--- src/hdl/pong_pkg.sv ---
`default_nettype none

package pong_pkg;

    // Pixel coordinates
    typedef logic [9:0] x_coord_t;
    typedef logic [8:0] y_coord_t;

    // Per-tick velocity of one axis, +1 or -1 only
    typedef logic signed [1:0] step_t;

    // Saturating count of balls lost at the left wall
    typedef logic [7:0] miss_count_t;

    typedef struct packed {
        x_coord_t ball_x;   // Ball centre
        y_coord_t ball_y;
        step_t    ball_dx;  // Ball velocity
        step_t    ball_dy;
        y_coord_t paddle_y; // Top line of the paddle
    } game_state_t;

    typedef struct packed {
        logic up;
        logic down;
    } buttons_t;

    typedef enum logic {
        db_idle,      // Output stable
        db_counting   // Input differs, timing it
    } debounce_state_t;

    // Fixed geometry
    localparam int unsigned BALL_HALF      = 4;
    localparam x_coord_t    PADDLE_X_LEFT  = 10'd16;
    localparam x_coord_t    PADDLE_X_RIGHT = 10'd19;

endpackage

`default_nettype wire

--- src/hdl/button_debounce.sv ---
`timescale 1ns/1ps
`default_nettype none

module button_debounce
    import pong_pkg::*;
#(
    parameter int DEBOUNCE_CYCLES = 250000
) (
    input  logic clk,
    input  logic rst_n,
    input  logic button_in,
    output logic button_out
);

    localparam int CNT_W = $clog2(DEBOUNCE_CYCLES + 1);

    logic            sync_0;
    logic            sync_1;
    debounce_state_t db_state;
    logic [CNT_W-1:0] count;

    // Two-flop synchronizer for the raw pin
    always_ff @(posedge clk) begin
        if (!rst_n) begin
            sync_0 <= 1'b0;
            sync_1 <= 1'b0;
        end else begin
            sync_0 <= button_in;
            sync_1 <= sync_0;
        end
    end

    always_ff @(posedge clk) begin
        if (!rst_n) begin
            db_state   <= db_idle;
            count      <= '0;
            button_out <= 1'b0;
        end else begin
            case (db_state)
                db_idle: begin
                    if (sync_1 != button_out) begin
                        db_state <= db_counting;
                        count    <= CNT_W'(1);   // First cycle of difference
                    end
                end
                db_counting: begin
                    if (sync_1 == button_out) begin
                        // Glitch, fell back before the time was up
                        db_state <= db_idle;
                        count    <= '0;
                    end else if (count == CNT_W'(DEBOUNCE_CYCLES)) begin
                        db_state   <= db_idle;
                        count      <= '0;
                        button_out <= sync_1;
                    end else begin
                        count <= count + 1'b1;
                    end
                end
                default: db_state <= db_idle;
            endcase
        end
    end

    a_count_bound: assert property (@(posedge clk) disable iff (!rst_n)
        count <= CNT_W'(DEBOUNCE_CYCLES));

endmodule

`default_nettype wire

--- src/hdl/pong_physics.sv ---
`timescale 1ns/1ps
`default_nettype none

module pong_physics
    import pong_pkg::*;
#(
    parameter int SCREEN_WIDTH  = 640,
    parameter int SCREEN_HEIGHT = 480,
    parameter int PADDLE_HEIGHT = 32
) (
    input  logic        clk,
    input  logic        rst_n,
    input  logic        enable,
    input  buttons_t    buttons,
    output game_state_t state,
    output miss_count_t miss_count
);

    localparam step_t STEP_POS = 2'sb01;
    localparam step_t STEP_NEG = 2'sb11;

    localparam x_coord_t X_MAX      = x_coord_t'(SCREEN_WIDTH - 1);
    localparam y_coord_t Y_MAX      = y_coord_t'(SCREEN_HEIGHT - 1);
    localparam y_coord_t PADDLE_MAX = y_coord_t'(SCREEN_HEIGHT - PADDLE_HEIGHT);
    localparam y_coord_t PADDLE_SPAN = y_coord_t'(PADDLE_HEIGHT - 1);
    localparam x_coord_t BOUNCE_X   = PADDLE_X_RIGHT + 1'b1;  // Column right of the paddle

    localparam game_state_t RESET_STATE = '{
        ball_x:   x_coord_t'(SCREEN_WIDTH / 2),
        ball_y:   y_coord_t'(SCREEN_HEIGHT / 2),
        ball_dx:  STEP_POS,
        ball_dy:  STEP_POS,
        paddle_y: y_coord_t'((SCREEN_HEIGHT - PADDLE_HEIGHT) / 2)
    };

    game_state_t state_d;
    miss_count_t miss_d;
    logic        paddle_hit;

    // Ball moving left, touching the paddle face within its span
    assign paddle_hit = (state.ball_dx == STEP_NEG) &&
                        (state.ball_x == BOUNCE_X) &&
                        (state.ball_y >= state.paddle_y) &&
                        (state.ball_y <= state.paddle_y + PADDLE_SPAN);

    always_comb begin
        state_d = state;
        miss_d  = miss_count;

        // Horizontal, tested on the old position
        if (state.ball_x == '0) begin
            state_d.ball_dx = STEP_POS;
            if (miss_count != '1) begin
                miss_d = miss_count + 1'b1;   // Saturates at all ones
            end
        end else if (state.ball_x == X_MAX) begin
            state_d.ball_dx = STEP_NEG;
        end else if (paddle_hit) begin
            state_d.ball_dx = STEP_POS;
        end

        // Vertical is independent of the horizontal chain
        if (state.ball_y == '0) begin
            state_d.ball_dy = STEP_POS;
        end else if (state.ball_y == Y_MAX) begin
            state_d.ball_dy = STEP_NEG;
        end

        // Move with the updated velocity so the ball never leaves the screen
        state_d.ball_x = (state_d.ball_dx == STEP_POS) ? state.ball_x + 1'b1
                                                       : state.ball_x - 1'b1;
        state_d.ball_y = (state_d.ball_dy == STEP_POS) ? state.ball_y + 1'b1
                                                       : state.ball_y - 1'b1;

        // Paddle, one line per tick, held at the screen edges
        if (buttons.down && !buttons.up && state.paddle_y < PADDLE_MAX) begin
            state_d.paddle_y = state.paddle_y + 1'b1;
        end else if (buttons.up && !buttons.down && state.paddle_y != '0) begin
            state_d.paddle_y = state.paddle_y - 1'b1;
        end
    end

    always_ff @(posedge clk) begin
        if (!rst_n) begin
            state      <= RESET_STATE;
            miss_count <= '0;
        end else if (enable) begin
            state      <= state_d;
            miss_count <= miss_d;
        end
    end

    a_ball_on_screen: assert property (@(posedge clk) disable iff (!rst_n)
        (state.ball_x <= X_MAX) && (state.ball_y <= Y_MAX));

    a_paddle_clamped: assert property (@(posedge clk) disable iff (!rst_n)
        state.paddle_y <= PADDLE_MAX);

endmodule

`default_nettype wire

--- src/hdl/pong_renderer.sv ---
`timescale 1ns/1ps
`default_nettype none

module pong_renderer
    import pong_pkg::*;
#(
    parameter int PADDLE_HEIGHT = 32
) (
    input  logic        clk,
    input  logic        rst_n,
    input  x_coord_t    x,
    input  y_coord_t    y,
    input  game_state_t state,
    output logic        pixel
);

    localparam x_coord_t HALF_X      = x_coord_t'(BALL_HALF);
    localparam y_coord_t HALF_Y      = y_coord_t'(BALL_HALF);
    localparam y_coord_t PADDLE_SPAN = y_coord_t'(PADDLE_HEIGHT - 1);

    x_coord_t ball_left;
    x_coord_t ball_right;
    y_coord_t ball_top;
    y_coord_t ball_bottom;
    logic     in_ball;
    logic     in_paddle;

    // Lower bounds clip at 0 near the top and left walls
    assign ball_left   = (state.ball_x >= HALF_X) ? state.ball_x - HALF_X : '0;
    assign ball_top    = (state.ball_y >= HALF_Y) ? state.ball_y - HALF_Y : '0;
    assign ball_right  = state.ball_x + HALF_X;
    assign ball_bottom = state.ball_y + HALF_Y;

    assign in_ball = (x >= ball_left) && (x <= ball_right) &&
                     (y >= ball_top)  && (y <= ball_bottom);

    assign in_paddle = (x >= PADDLE_X_LEFT) && (x <= PADDLE_X_RIGHT) &&
                       (y >= state.paddle_y) &&
                       (y <= state.paddle_y + PADDLE_SPAN);

    always_ff @(posedge clk) begin
        if (!rst_n) begin
            pixel <= 1'b0;
        end else begin
            pixel <= in_ball | in_paddle;   // One cycle after the query
        end
    end

endmodule

`default_nettype wire

--- src/hdl/pong_top.sv ---
`timescale 1ns/1ps
`default_nettype none

module pong_top
    import pong_pkg::*;
#(
    parameter int SCREEN_WIDTH    = 640,
    parameter int SCREEN_HEIGHT   = 480,
    parameter int PADDLE_HEIGHT   = 32,
    parameter int DEBOUNCE_CYCLES = 250000
) (
    input  logic        clk,
    input  logic        rst_n,
    input  logic        enable,        // Frame strobe
    input  logic        btn_up_raw,
    input  logic        btn_down_raw,
    input  x_coord_t    x,
    input  y_coord_t    y,
    output logic        pixel,
    output miss_count_t miss_count
);

    buttons_t    buttons;
    game_state_t state;

    button_debounce #(
        .DEBOUNCE_CYCLES(DEBOUNCE_CYCLES)
    ) debounce_up (
        .clk       (clk),
        .rst_n     (rst_n),
        .button_in (btn_up_raw),
        .button_out(buttons.up)
    );

    button_debounce #(
        .DEBOUNCE_CYCLES(DEBOUNCE_CYCLES)
    ) debounce_down (
        .clk       (clk),
        .rst_n     (rst_n),
        .button_in (btn_down_raw),
        .button_out(buttons.down)
    );

    pong_physics #(
        .SCREEN_WIDTH (SCREEN_WIDTH),
        .SCREEN_HEIGHT(SCREEN_HEIGHT),
        .PADDLE_HEIGHT(PADDLE_HEIGHT)
    ) physics (
        .clk       (clk),
        .rst_n     (rst_n),
        .enable    (enable),
        .buttons   (buttons),
        .state     (state),
        .miss_count(miss_count)
    );

    pong_renderer #(
        .PADDLE_HEIGHT(PADDLE_HEIGHT)
    ) renderer (
        .clk  (clk),
        .rst_n(rst_n),
        .x    (x),
        .y    (y),
        .state(state),
        .pixel(pixel)
    );

endmodule

`default_nettype wire

--- config.mk ---
export PLATFORM = sky130hd
export DESIGN_NAME = pong_top
export DESIGN_NICKNAME = d
export VERILOG_FILES = /design/src/hdl/pong_pkg.sv /design/src/hdl/button_debounce.sv /design/src/hdl/pong_physics.sv /design/src/hdl/pong_renderer.sv /design/src/hdl/pong_top.sv
export SDC_FILE = /design/constraint.sdc
export NUM_CORES = 1
export LEC_CHECK = 0
export ABC_AREA = 1
export BUFFER_PORTS_ARGS = -buffer_cell sky130_fd_sc_hd__buf_4
export CAP_MARGIN = 20
export CORE_UTILIZATION = 50
export CTS_BUF_LIST = sky130_fd_sc_hd__clkbuf_16
export DETAILED_ROUTE_END_ITERATION = 12
export PLACE_DENSITY_LB_ADDON = 0.05
export SLEW_MARGIN = 10
export SYNTH_ARGS = -nofsm -noshare
export SYNTH_HDL_FRONTEND = slang
export SYNTH_HIERARCHICAL = 1
export SYNTH_SLANG_ARGS = --single-unit
--- constraint.sdc ---
create_clock -name clk -period 11.69 [get_ports clk]
set_input_delay 3.507 -clock clk [delete_from_list [all_inputs] [get_ports clk]]
set_output_delay 3.507 -clock clk [all_outputs]
set_load 0.05 [all_outputs]
==> flow_metrics.py, run 1 <==
metrics = {
    "logic_synthesis": {
        "muxShareOfSynthArea_pct": 0,
        "ys_seq_area_share_pct": 21.3,
        "synth_area_leaders": "dfxtp_1, ha_1, nand2_1, inv_1, a21oi_1",
        "ys_types": 54,
        "synth_top_family_by_area": "simple AND/OR/NAND/NOR gates",
        "synth_simple_gate_area_share_pct": 33.9,
        "synth.avg_cell_area_um2": 6.63,
        "syn_area_mm2": 0.00797,
        "ys_seq_elements": 85,
        "synth_top_area_share_pct": 21.3,
        "synthXorXnorAreaFrac_pct": 5.82,
        "yosysWarnings": 6,
        "synth_cells": 1202,
        "synth_edf_count": 0,
        "async_reset_ff_share_pct": 0,
        "synth_top_area_cell": "dfxtp_1",
        "synth_adder_area_share_pct": 17.9,
        "synth_compound_area_share_pct": 11.9,
        "synthFlopType": "dfxtp_1",
        "syn_nets": 1338,
    },
    "setup_path": {
        "crit_fanout": 44,
        "worstSetupEndpointType": "flip-flop",
        "cp-start-kind": "primary input",
        "r2r-start": "physics/state[0]",
        "max_stage_delay_ps": 560,
        "crit_type": "in -> reg",
        "required_ps": 11920,
        "path_cells": "buf_4, clkinv_1, a221o_1",
        "worst_path_max_delay_cell": "clkinv_1",
        "setup.worst_path.start": "rst_n",
        "critPathArrivalTime_ps": 4880,
    },
    "timing": {
        "finalMaxSlewViolations": 0,
        "tightest_slew_ps": 852,
        "finalSetupTns_ps": 0,
        "finalCritPeriodShare_pct": 39.7,
        "final-hold-violation-count": 0,
        "fmax_ghz": 0.215,
        "relSlewSlack_pct": 42.8,
        "period_needed_ps": 4640,
        "rsz0062_at_grt": "false",
        "fin_ws_ps": 7050,
        "finalSetupViolCount": 0,
        "fin_skew_ps": 5.61,
        "holdWs_ps": 425,
    },
    "cts": {
        "clockRootBuffer": "clkbuf_16",
        "post-cts-setup-buffers": 0,
        "path_clk_slew_ps": 60,
        "clkSinkCount": 85,
        "cts_buffer_depth": 2,
        "numCtsBuffers": 9,
        "hold_buffers": 0,
        "clk_latency_ps": 350,
        "post_cts_resize_count": 0,
        "cts_tree": "done",
        "cts_max_level": 3,
    },
    "floorplanning": {
        "die_y_um": 128,
        "start_util_pct": 51.9,
        "num_io_pins": 33,
        "die_w_um": 128,
        "coreArea_mm2": 0.0154,
        "rows": 45,
        "dieArea_mm2": 0.0165,
    },
    "power": {
        "leakage_nw": 4.14,
        "ir_drop_v": 0.0000877,
        "total_power_mw": 0.806,
        "powerDensity_mw_per_mm2": 93.3,
    },
    "global_route": {
        "track_usage_pct": 23.8,
        "antenna_found_initial": 0,
        "grt_pass1_wl_um": 31300,
        "grt_pass1_vias": 6498,
        "overflow": 0,
        "grt_start_max_net_pins": 45,
    },
    "outcome": {
        "status": "finished, final reports clean",
    },
    "layout": {
        "drive_gt1_share_pct": 8.52,
        "num_antenna_cells": 0,
        "fill_cells": 1564,
        "area_growth_pct": 8.33,
        "fin_util_pct": 56.2,
        "final_nets": 1363,
    },
    "routing": {
        "drtAntennaViolNets": 0,
        "wire_per_inst_um": 12.7,
        "vias": 7200,
        "dr.pass1.iters": 5,
        "dr.first_iter.drc_count": 298,
        "drc": 0,
        "drt_wl_total_um": 18300,
        "routed_via_density": 4.99,
    },
    "worst_hold_path": {
        "hold_class": "reg -> reg",
        "holdCritStartpoint": "debounce_up/sync_0",
    },
    "placed_design": {
        "io_buffers": 32,
        "dpl.hpwl_um": 14000,
        "post-place-ws_ps": 6660,
        "gp_congestion": 0.870,
    },
    "run": {
        "cap_violations": 0,
    },
}
[per-layer routing]
layer  wire length [um]  GRT usage, %  vias to the layer above
met2               8500          40.3                       56
met1               9320          32.0                     3161
met4                136          4.57                        0
li1                   -             -                     3971
met3                348          3.42                       12
met5                  0             0                        -
[cells in the mapped netlist, types with 2 or more instances]
| cell | number |
|---|---|
| fa_1 | 3 |
| inv_2 | 7 |
| or2_4 | 2 |
| nor2_2 | 10 |
| ha_1 | 109 |
| xor2_1 | 44 |
| or2_1 | 3 |
| xnor2_1 | 9 |
| nand3_1 | 71 |
| a21oi_1 | 98 |
| o21ai_1 | 8 |
| o21ai_0 | 39 |
| nand4_1 | 21 |
| o21bai_1 | 5 |
| dfxtp_1 | 85 |
| a21o_1 | 5 |
| and3_1 | 3 |
| nand2_1 | 324 |
| a31oi_1 | 3 |
| clkinv_1 | 2 |
| nor2_4 | 9 |
| clkbuf_1 | 8 |
| o21a_1 | 2 |
| o211ai_1 | 2 |
| nand3_2 | 5 |
| buf_6 | 4 |
| o21ai_2 | 3 |
| buf_2 | 3 |
| nor3_4 | 2 |
| a211oi_1 | 2 |
| nand2_2 | 10 |
| nand3b_1 | 8 |
| inv_1 | 155 |
| or2_2 | 3 |
| nor2_1 | 100 |
| a21oi_2 | 2 |
| buf_4 | 2 |
| nor3_1 | 15 |
[worst paths after layout]
| check | to | slack, ps | cells after the start |
|---|---|---|---|
| worst max-delay path | physics/state[17] | 7050 | 3 |
| worst min-delay path | debounce_up/sync_1 | 420 | 2 |
| worst max register to register | physics/state[30] | 7210 | 28 |
| worst min register to register | debounce_up/sync_1 | 420 | 2 |
[worst max-delay path: cells and delay by family]
family / cells / cell delay [ps]
buf+inv: 2 / 930
compound gates: 1 / 420
[sequential cells by signal, indices dropped and copies added, names as in the netlist]
signal / flops
physics/miss_count: 8
debounce_down/sync_1: 1
debounce_up/button_out: 1
debounce_up/sync_0: 1
debounce_up/db_state: 1
debounce_up/sync_1: 1
debounce_down/button_out: 1
physics/state: 32
renderer/pixel: 1
debounce_down/count: 18
debounce_down/db_state: 1
debounce_up/count: 18
debounce_down/sync_0: 1
[stage by stage]
stage               instances  instance area [um2]
detailed placement       1427                 8370
floorplan                1202                 7970
global placement         1427                 8370
global route             1443                 8640
CTS                      1443                 8640
finish                   1443                 8640
[layout make-up]
| type | count | area [um2] | area share [%] |
|---|---|---|---|
| Clock inverter | 7 | 43.8 | 0.507 |
| Multi-Input combinational cell | 934 | 5540 | 64.1 |
| Timing Repair Buffer | 32 | 240 | 2.78 |
| Sequential cell | 85 | 1700 | 19.7 |
| Inverter | 165 | 622 | 7.20 |
| Clock buffer | 9 | 225 | 2.61 |
| Tap cell | 211 | 264 | 3.06 |
[kinds of logic (layout without fill, tap and decap cells)]
family / count (synthesis) / in the layout
DFF: 85 / 85
buffers and inverters: 183 / 213
xor gates and xnor gates: 53 / 53
AOI/OAI and AO/OA: 174 / 174
adders and majority gates: 112 / 112
and+or+nand+nor: 595 / 595
[where the power goes]
part / internal [mW] / total, mW / switching, mW / leakage (nW)
clock network: 0.143 / 0.266 / 0.123 / 0.142
registers: 0.299 / 0.326 / 0.0270 / 0.692
logic: 0.0842 / 0.213 / 0.129 / 3.30
[cells in the final DEF (no fill, tap or decap), types with 2 or more instances in the layout]
cell type | netlist | layout
a211oi_1 | 2 | 2
a21o_1 | 5 | 5
a21oi_1 | 98 | 98
a21oi_2 | 2 | 2
a31oi_1 | 3 | 3
and3_1 | 3 | 3
buf_4 | 2 | 32
clkbuf_16 | 0 | 9
clkinv_1 | 2 | 2
clkinv_2 | 0 | 2
clkinv_4 | 0 | 2
dfxtp_1 | 85 | 85
fa_1 | 3 | 3
ha_1 | 109 | 109
inv_1 | 155 | 157
inv_2 | 7 | 7
nand2_1 | 324 | 324
nand2_2 | 10 | 10
nand3_1 | 71 | 71
nand3_2 | 5 | 5
nand3b_1 | 8 | 8
nand4_1 | 21 | 21
nor2_1 | 100 | 100
nor2_2 | 10 | 10
nor2_4 | 9 | 9
nor3_1 | 15 | 15
nor3_4 | 2 | 2
o211ai_1 | 2 | 2
o21a_1 | 2 | 2
o21ai_0 | 39 | 39
o21ai_1 | 8 | 8
o21ai_2 | 3 | 3
o21bai_1 | 5 | 5
or2_1 | 3 | 3
or2_2 | 3 | 3
or2_4 | 2 | 2
xnor2_1 | 9 | 9
xor2_1 | 44 | 44
No activity file was read; power rests on OpenSTA's default activity.
==> run 2, diff against run 1 <==
- clock period: 11.69 -> 4.68 ns (I/O delays scaled with it)
==> run 2 against run 1 <==
  * Setup slack got worse by 6500 ps
  * Via count up 0.92%
  * Clock power grew 140%
  * Critical path depth increased by 25
  * Clock skew rose by 2.8 ps
  * Register-to-register slack lost 6600 ps
  * Sequential share of layout area barely moved
  * Critical path type is now reg -> reg
  * Largest cell class unchanged
  * Largest power group unchanged
==> flow_metrics.py, run 2 (synthesis results as in run 1) <==
metrics = {
    "layout": {
        "final_cell_area_mm2": 0.00865,
        "largest_reg_flops": 32,
        "final_nets": 1366,
        "layout_common_cells": "nand2_1, inv_1, ha_1, nor2_1, a21oi_1",
        "fin_util_pct": 56.3,
        "top_regs": "physics/state x32, debounce_down/count x18, debounce_up/count x18",
        "top_register": "physics/state",
        "area_growth_pct": 8.51,
        "drive_gt1_share_pct": 8.68,
        "num_antenna_cells": 0,
        "layout_commonest_cell": "nand2_1",
    },
    "global_route": {
        "overflow": 0,
        "antenna_found_initial": 0,
        "track_usage_pct": 23.4,
        "grt_start_max_net_pins": 44,
        "grt_pass1_wl_um": 31000,
        "grt_pass1_vias": 6648,
    },
    "routing": {
        "drt_wl_total_um": 18200,
        "vias": 7266,
        "wire_per_inst_um": 12.6,
        "wl_met2_um": 8600,
        "routed_via_density": 5.03,
        "dr.pass1.iters": 5,
        "dr.first_iter.drc_count": 286,
        "wl_met3_um": 429,
        "wl_met1_um": 9050,
        "highest_layer": "met4",
        "drc": 0,
        "drtAntennaViolNets": 0,
    },
    "placed_design": {
        "post-place-ws_ps": 435,
        "dpl.hpwl_um": 13800,
        "placed_area_mm2": 0.00839,
        "io_buffers": 32,
        "gp_congestion": 0.838,
    },
    "timing": {
        "fin_skew_ps": 8.45,
        "tightest_slew_ps": 645,
        "finalSetupViolCount": 0,
        "finalCritPeriodShare_pct": 87.8,
        "fmax_ghz": 0.243,
        "finalMaxSlewViolations": 0,
        "period_needed_ps": 4110,
        "relSlewSlack_pct": 56.9,
        "holdWs_ps": 431,
        "final-hold-violation-count": 0,
        "rsz0062_at_grt": "false",
        "fin_ws_ps": 572,
        "finalSetupTns_ps": 0,
    },
    "floorplanning": {
        "start_util_pct": 51.9,
        "dieArea_mm2": 0.0165,
        "rows": 45,
        "coreArea_mm2": 0.0154,
        "die_y_um": 128,
        "die_w_um": 128,
        "num_io_pins": 33,
    },
    "cts": {
        "hold_buffers": 0,
        "cts_tree": "done",
        "post_cts_resize_count": 0,
        "clk_latency_ps": 350,
        "clockRootBuffer": "clkbuf_16",
        "cts_max_level": 3,
        "numCtsBuffers": 9,
        "clkSinkCount": 85,
        "path_clk_slew_ps": 70,
        "post-cts-setup-buffers": 0,
        "cts_buffer_depth": 2,
    },
    "setup_path": {
        "crit_type": "reg -> reg",
        "worst_path_max_delay_cell": "dfxtp_1",
        "r2r_slack_ps": 570,
        "cp-start-kind": "flip-flop",
        "worstSetupEndpointType": "flip-flop",
        "required_ps": 4920,
        "cp_common_cell": "nand2_1",
        "crit_fanout": 10,
        "max_stage_delay_ps": 460,
        "critPathArrivalTime_ps": 4340,
    },
    "power": {
        "powerDensity_mw_per_mm2": 231,
        "leakage_nw": 4.14,
        "ir_drop_v": 0.000179,
    },
    "run": {
        "cap_violations": 0,
    },
    "worst_hold_path": {
        "hold_class": "reg -> reg",
    },
    "outcome": {
        "status": "finished, final reports clean",
    },
}
## run 2: cell count changes in the layout (fill, tap and decap cells not counted), sizes merged
cell / before / now
inv: 166 / 165
clkinvlp: 0 / 1
clkinv: 6 / 4
buf: 32 / 35
## run 2: worst paths after layout
path,from,end,cells after the start
min reg2reg,debounce_up/sync_0,debounce_up/sync_1,2
max reg2reg,physics/state[0],physics/state[30],28
max,physics/state[0],physics/state[30],28
min,debounce_up/sync_0,debounce_up/sync_1,2
## run 2: critical path: cells and delay by family, from the launching register on
family	cells	cell delay (ps)
compound gates	5	660
xor+xnor	1	160
fa+ha+maj	3	970
buf+inv	2	210
flops	1	460
simple gates	17	1550
## run 2: power by group
group	switching, mW	internal, mW	leakage, nW	total [mW]
clock network	0.299	0.352	0.130	0.651
registers	0.0640	0.747	0.692	0.812
logic	0.322	0.212	3.32	0.534
## run 2: area by class of cell
cell class                      instances  area [um2]
Multi-Input combinational cell        934        5540
Fill cell                            1532        6720
Inverter                              165         622
Timing Repair Buffer                   35         263
Tap cell                              211         264
Sequential cell                        85        1700
Clock buffer                            9         225
Clock inverter                          5        32.5
## run 2: layer usage
layer | up-vias | track usage, %
met4 | 0 | 4.98
met5 | - | 0
met1 | 3197 | 30.7
met3 | 11 | 4.47
li1 | 3966 | -
met2 | 92 | 39.7
## run 2: stage by stage
| stage | instances | total power, mW |
|---|---|---|
| 2_1_floorplan | 1202 | 1.22 |
| 3_3_place_gp | 1430 | 1.35 |
| 3_5_place_dp | 1430 | 1.36 |
| 4_1_cts | 1444 | 2.02 |
| 5_1_grt | 1444 | 2.14 |
| 6_report | 1444 | 2.00 |
==> run 3, diff against run 2 <==
==> constraint.sdc (replaced) <==
create_clock -name clk -period 4.68 [get_ports clk]
set_input_delay 0.468 -clock clk [delete_from_list [all_inputs] [get_ports clk]]
set_output_delay 0.468 -clock clk [all_outputs]
set_load 0.05 [all_outputs]
==> run 3 against run 2 <==
  * Clock power increased by 2%
  * Largest power group unchanged
  * Flip-flop and latch count unchanged
  * Final cell count about the same
  * Die area unchanged
  * First-iteration DRC count decreased by 3.1%
  * Clock-buffer cell count unchanged
  * Fmax about the same
  * Hold slack got worse by 130 ps
  * Routed wire length decreased by 0.23%
  * Setup slack improved by 2.7 ps
  * Final area about the same
==> flow_metrics.py, run 3 (synthesis results as in run 1) <==
metrics = {
    "power": {
        "powerDensity_mw_per_mm2": 232,
        "total_power_mw": 2.01,
        "leakage_nw": 4.14,
        "ir_drop_v": 0.000220,
    },
    "cts": {
        "clkSinkCount": 85,
        "path_clk_slew_ps": 60,
        "numCtsBuffers": 9,
        "cts_buffer_depth": 2,
        "clk_latency_ps": 350,
        "cts_max_level": 3,
        "clockRootBuffer": "clkbuf_16",
        "hold_buffers": 0,
        "cts_tree": "done",
    },
    "timing": {
        "fmax_ghz": 0.244,
        "relSlewSlack_pct": 54.9,
        "rsz0062_at_grt": "false",
        "finalSetupViolCount": 0,
        "final-hold-violation-count": 0,
        "period_needed_ps": 4110,
        "finalSetupTns_ps": 0,
        "finalMaxSlewViolations": 0,
        "finalCritPeriodShare_pct": 87.7,
        "holdWs_ps": 300,
        "fin_skew_ps": 5.05,
        "tightest_slew_ps": 672,
    },
    "layout": {
        "area_growth_pct": 8.54,
        "num_antenna_cells": 0,
        "top_regs": "physics/state x32, debounce_down/count x18, debounce_up/count x18",
        "top_register": "physics/state",
        "final_cell_area_mm2": 0.00865,
        "final_nets": 1365,
        "layout_common_cells": "nand2_1, inv_1, ha_1, nor2_1, a21oi_1",
        "largest_reg_flops": 32,
        "layout_commonest_cell": "nand2_1",
        "drive_gt1_share_pct": 8.67,
    },
    "global_route": {
        "grt_start_max_net_pins": 45,
        "antenna_found_initial": 0,
        "gr-usage-met1_pct": 30.0,
        "grtUsageMet3_pct": 3.55,
        "met2_usage_pct": 39.8,
        "overflow": 0,
        "grt_pass1_vias": 6703,
        "grt_pass1_wl_um": 30800,
        "track_usage_pct": 23.3,
        "top_usage_layer": "met2",
    },
    "setup_path": {
        "critPathBufInv": 2,
        "cp_top_family": "simple AND/OR/NAND/NOR gates",
        "max_stage_delay_ps": 450,
        "crit_fanout": 10,
        "cp_common_cell": "nand2_1",
        "regToRegEndpoint": "physics/state[30]",
        "worst_path_max_delay_cell": "dfxtp_1",
        "reg2regPathDepth": 28,
        "cp-start-kind": "flip-flop",
        "r2r-start": "physics/state[0]",
        "critPathArrivalTime_ps": 4340,
        "worstSetupEndpointType": "flip-flop",
        "r2r_slack_ps": 570,
        "required_ps": 4910,
        "crit_type": "reg -> reg",
    },
    "routing": {
        "drc": 0,
        "drt_wl_total_um": 18200,
        "routed_via_density": 5.03,
        "drtAntennaViolNets": 0,
        "dr.first_iter.drc_count": 277,
        "vias": 7268,
        "wire_per_inst_um": 12.6,
        "dr.pass1.iters": 5,
    },
    "floorplanning": {
        "die_w_um": 128,
        "start_util_pct": 51.9,
        "rows": 45,
        "dieArea_mm2": 0.0165,
        "num_io_pins": 33,
        "coreArea_mm2": 0.0154,
        "die_y_um": 128,
    },
    "placed_design": {
        "gp_congestion": 0.838,
        "io_buffers": 32,
        "dpl.hpwl_um": 13800,
        "placed_area_mm2": 0.00838,
    },
    "worst_hold_path": {
        "hold_depth": 3,
        "holdCritStartpoint": "btn_down_raw",
        "hold_class": "in -> reg",
        "hold_path_end": "debounce_down/sync_0",
    },
    "outcome": {
        "status": "finished, final reports clean",
    },
    "run": {
        "cap_violations": 0,
    },
}
[run 3: cell count changes in the layout (fill, tap and decap cells not counted)]
cell / change
buf_4: -1
clkinv_1: +1
clkinv_2: +1
clkinvlp_4: -1
inv_6: +1
[run 3: tightest hold or removal path: cells and delay by family]
family	cells	cell delay, ps
buf+inv	2	120
simple gates	1	40
[run 3: cell type report]
type                            count  area, um2
Fill cell                        1597       6720
Multi-Input combinational cell    934       5540
Sequential cell                    85       1700
Inverter                          165        622
Tap cell                          211        264
Timing Repair Buffer               34        255
Clock buffer                        9        225
Clock inverter                      7       42.5
[run 3: per-stage QoR]
step / std cells / setup WS, ps / util (%)
2_1_floorplan: 1202 / 936 / -
3_3_place_gp: 1429 / 545 / 54.5
3_5_place_dp: 1429 / 455 / 54.5
4_1_cts: 1445 / 444 / 56.3
5_1_grt: 1445 / 97.3 / 56.3
6_report: 1445 / 574 / 56.3
[run 3: how the worst max path moves through the flow]
stage | startpoint | to | slack [ps] | cells past startpoint
CTS | physics/state[0] | physics/state[30] | 440 | 28
detailed placement | physics/state[0] | physics/state[30] | 450 | 28
finish | physics/state[0] | physics/state[30] | 570 | 28
global placement | physics/state[0] | physics/state[30] | 540 | 28
floorplan | physics/state[0] | physics/state[30] | 940 | 28
global route | physics/state[0] | physics/state[30] | 100 | 28
[run 3: where the power goes]
| part | leakage [nW] | total, mW | internal [mW] | switching [mW] |
|---|---|---|---|---|
| registers | 0.692 | 0.811 | 0.747 | 0.0639 |
| clock network | 0.140 | 0.663 | 0.357 | 0.306 |
| logic | 3.31 | 0.531 | 0.211 | 0.320 |
| total | 4.14 | 2.01 | 1.32 | 0.690 |
[run 3: what timing repair did]
item	4_1_cts	5_1_grt
buffers inserted	0	0
setup endpoints to repair	0	1
gates resized for setup	0	1
[run 3: layer usage]
| layer | vias to the layer above | share of wire, % |
|---|---|---|
| met2 | 76 | 46 |
| met3 | 18 | 2.4 |
| met4 | 0 | 1.5 |
| met1 | 3213 | 50 |
| li1 | 3961 | - |
| met5 | - | 0 |
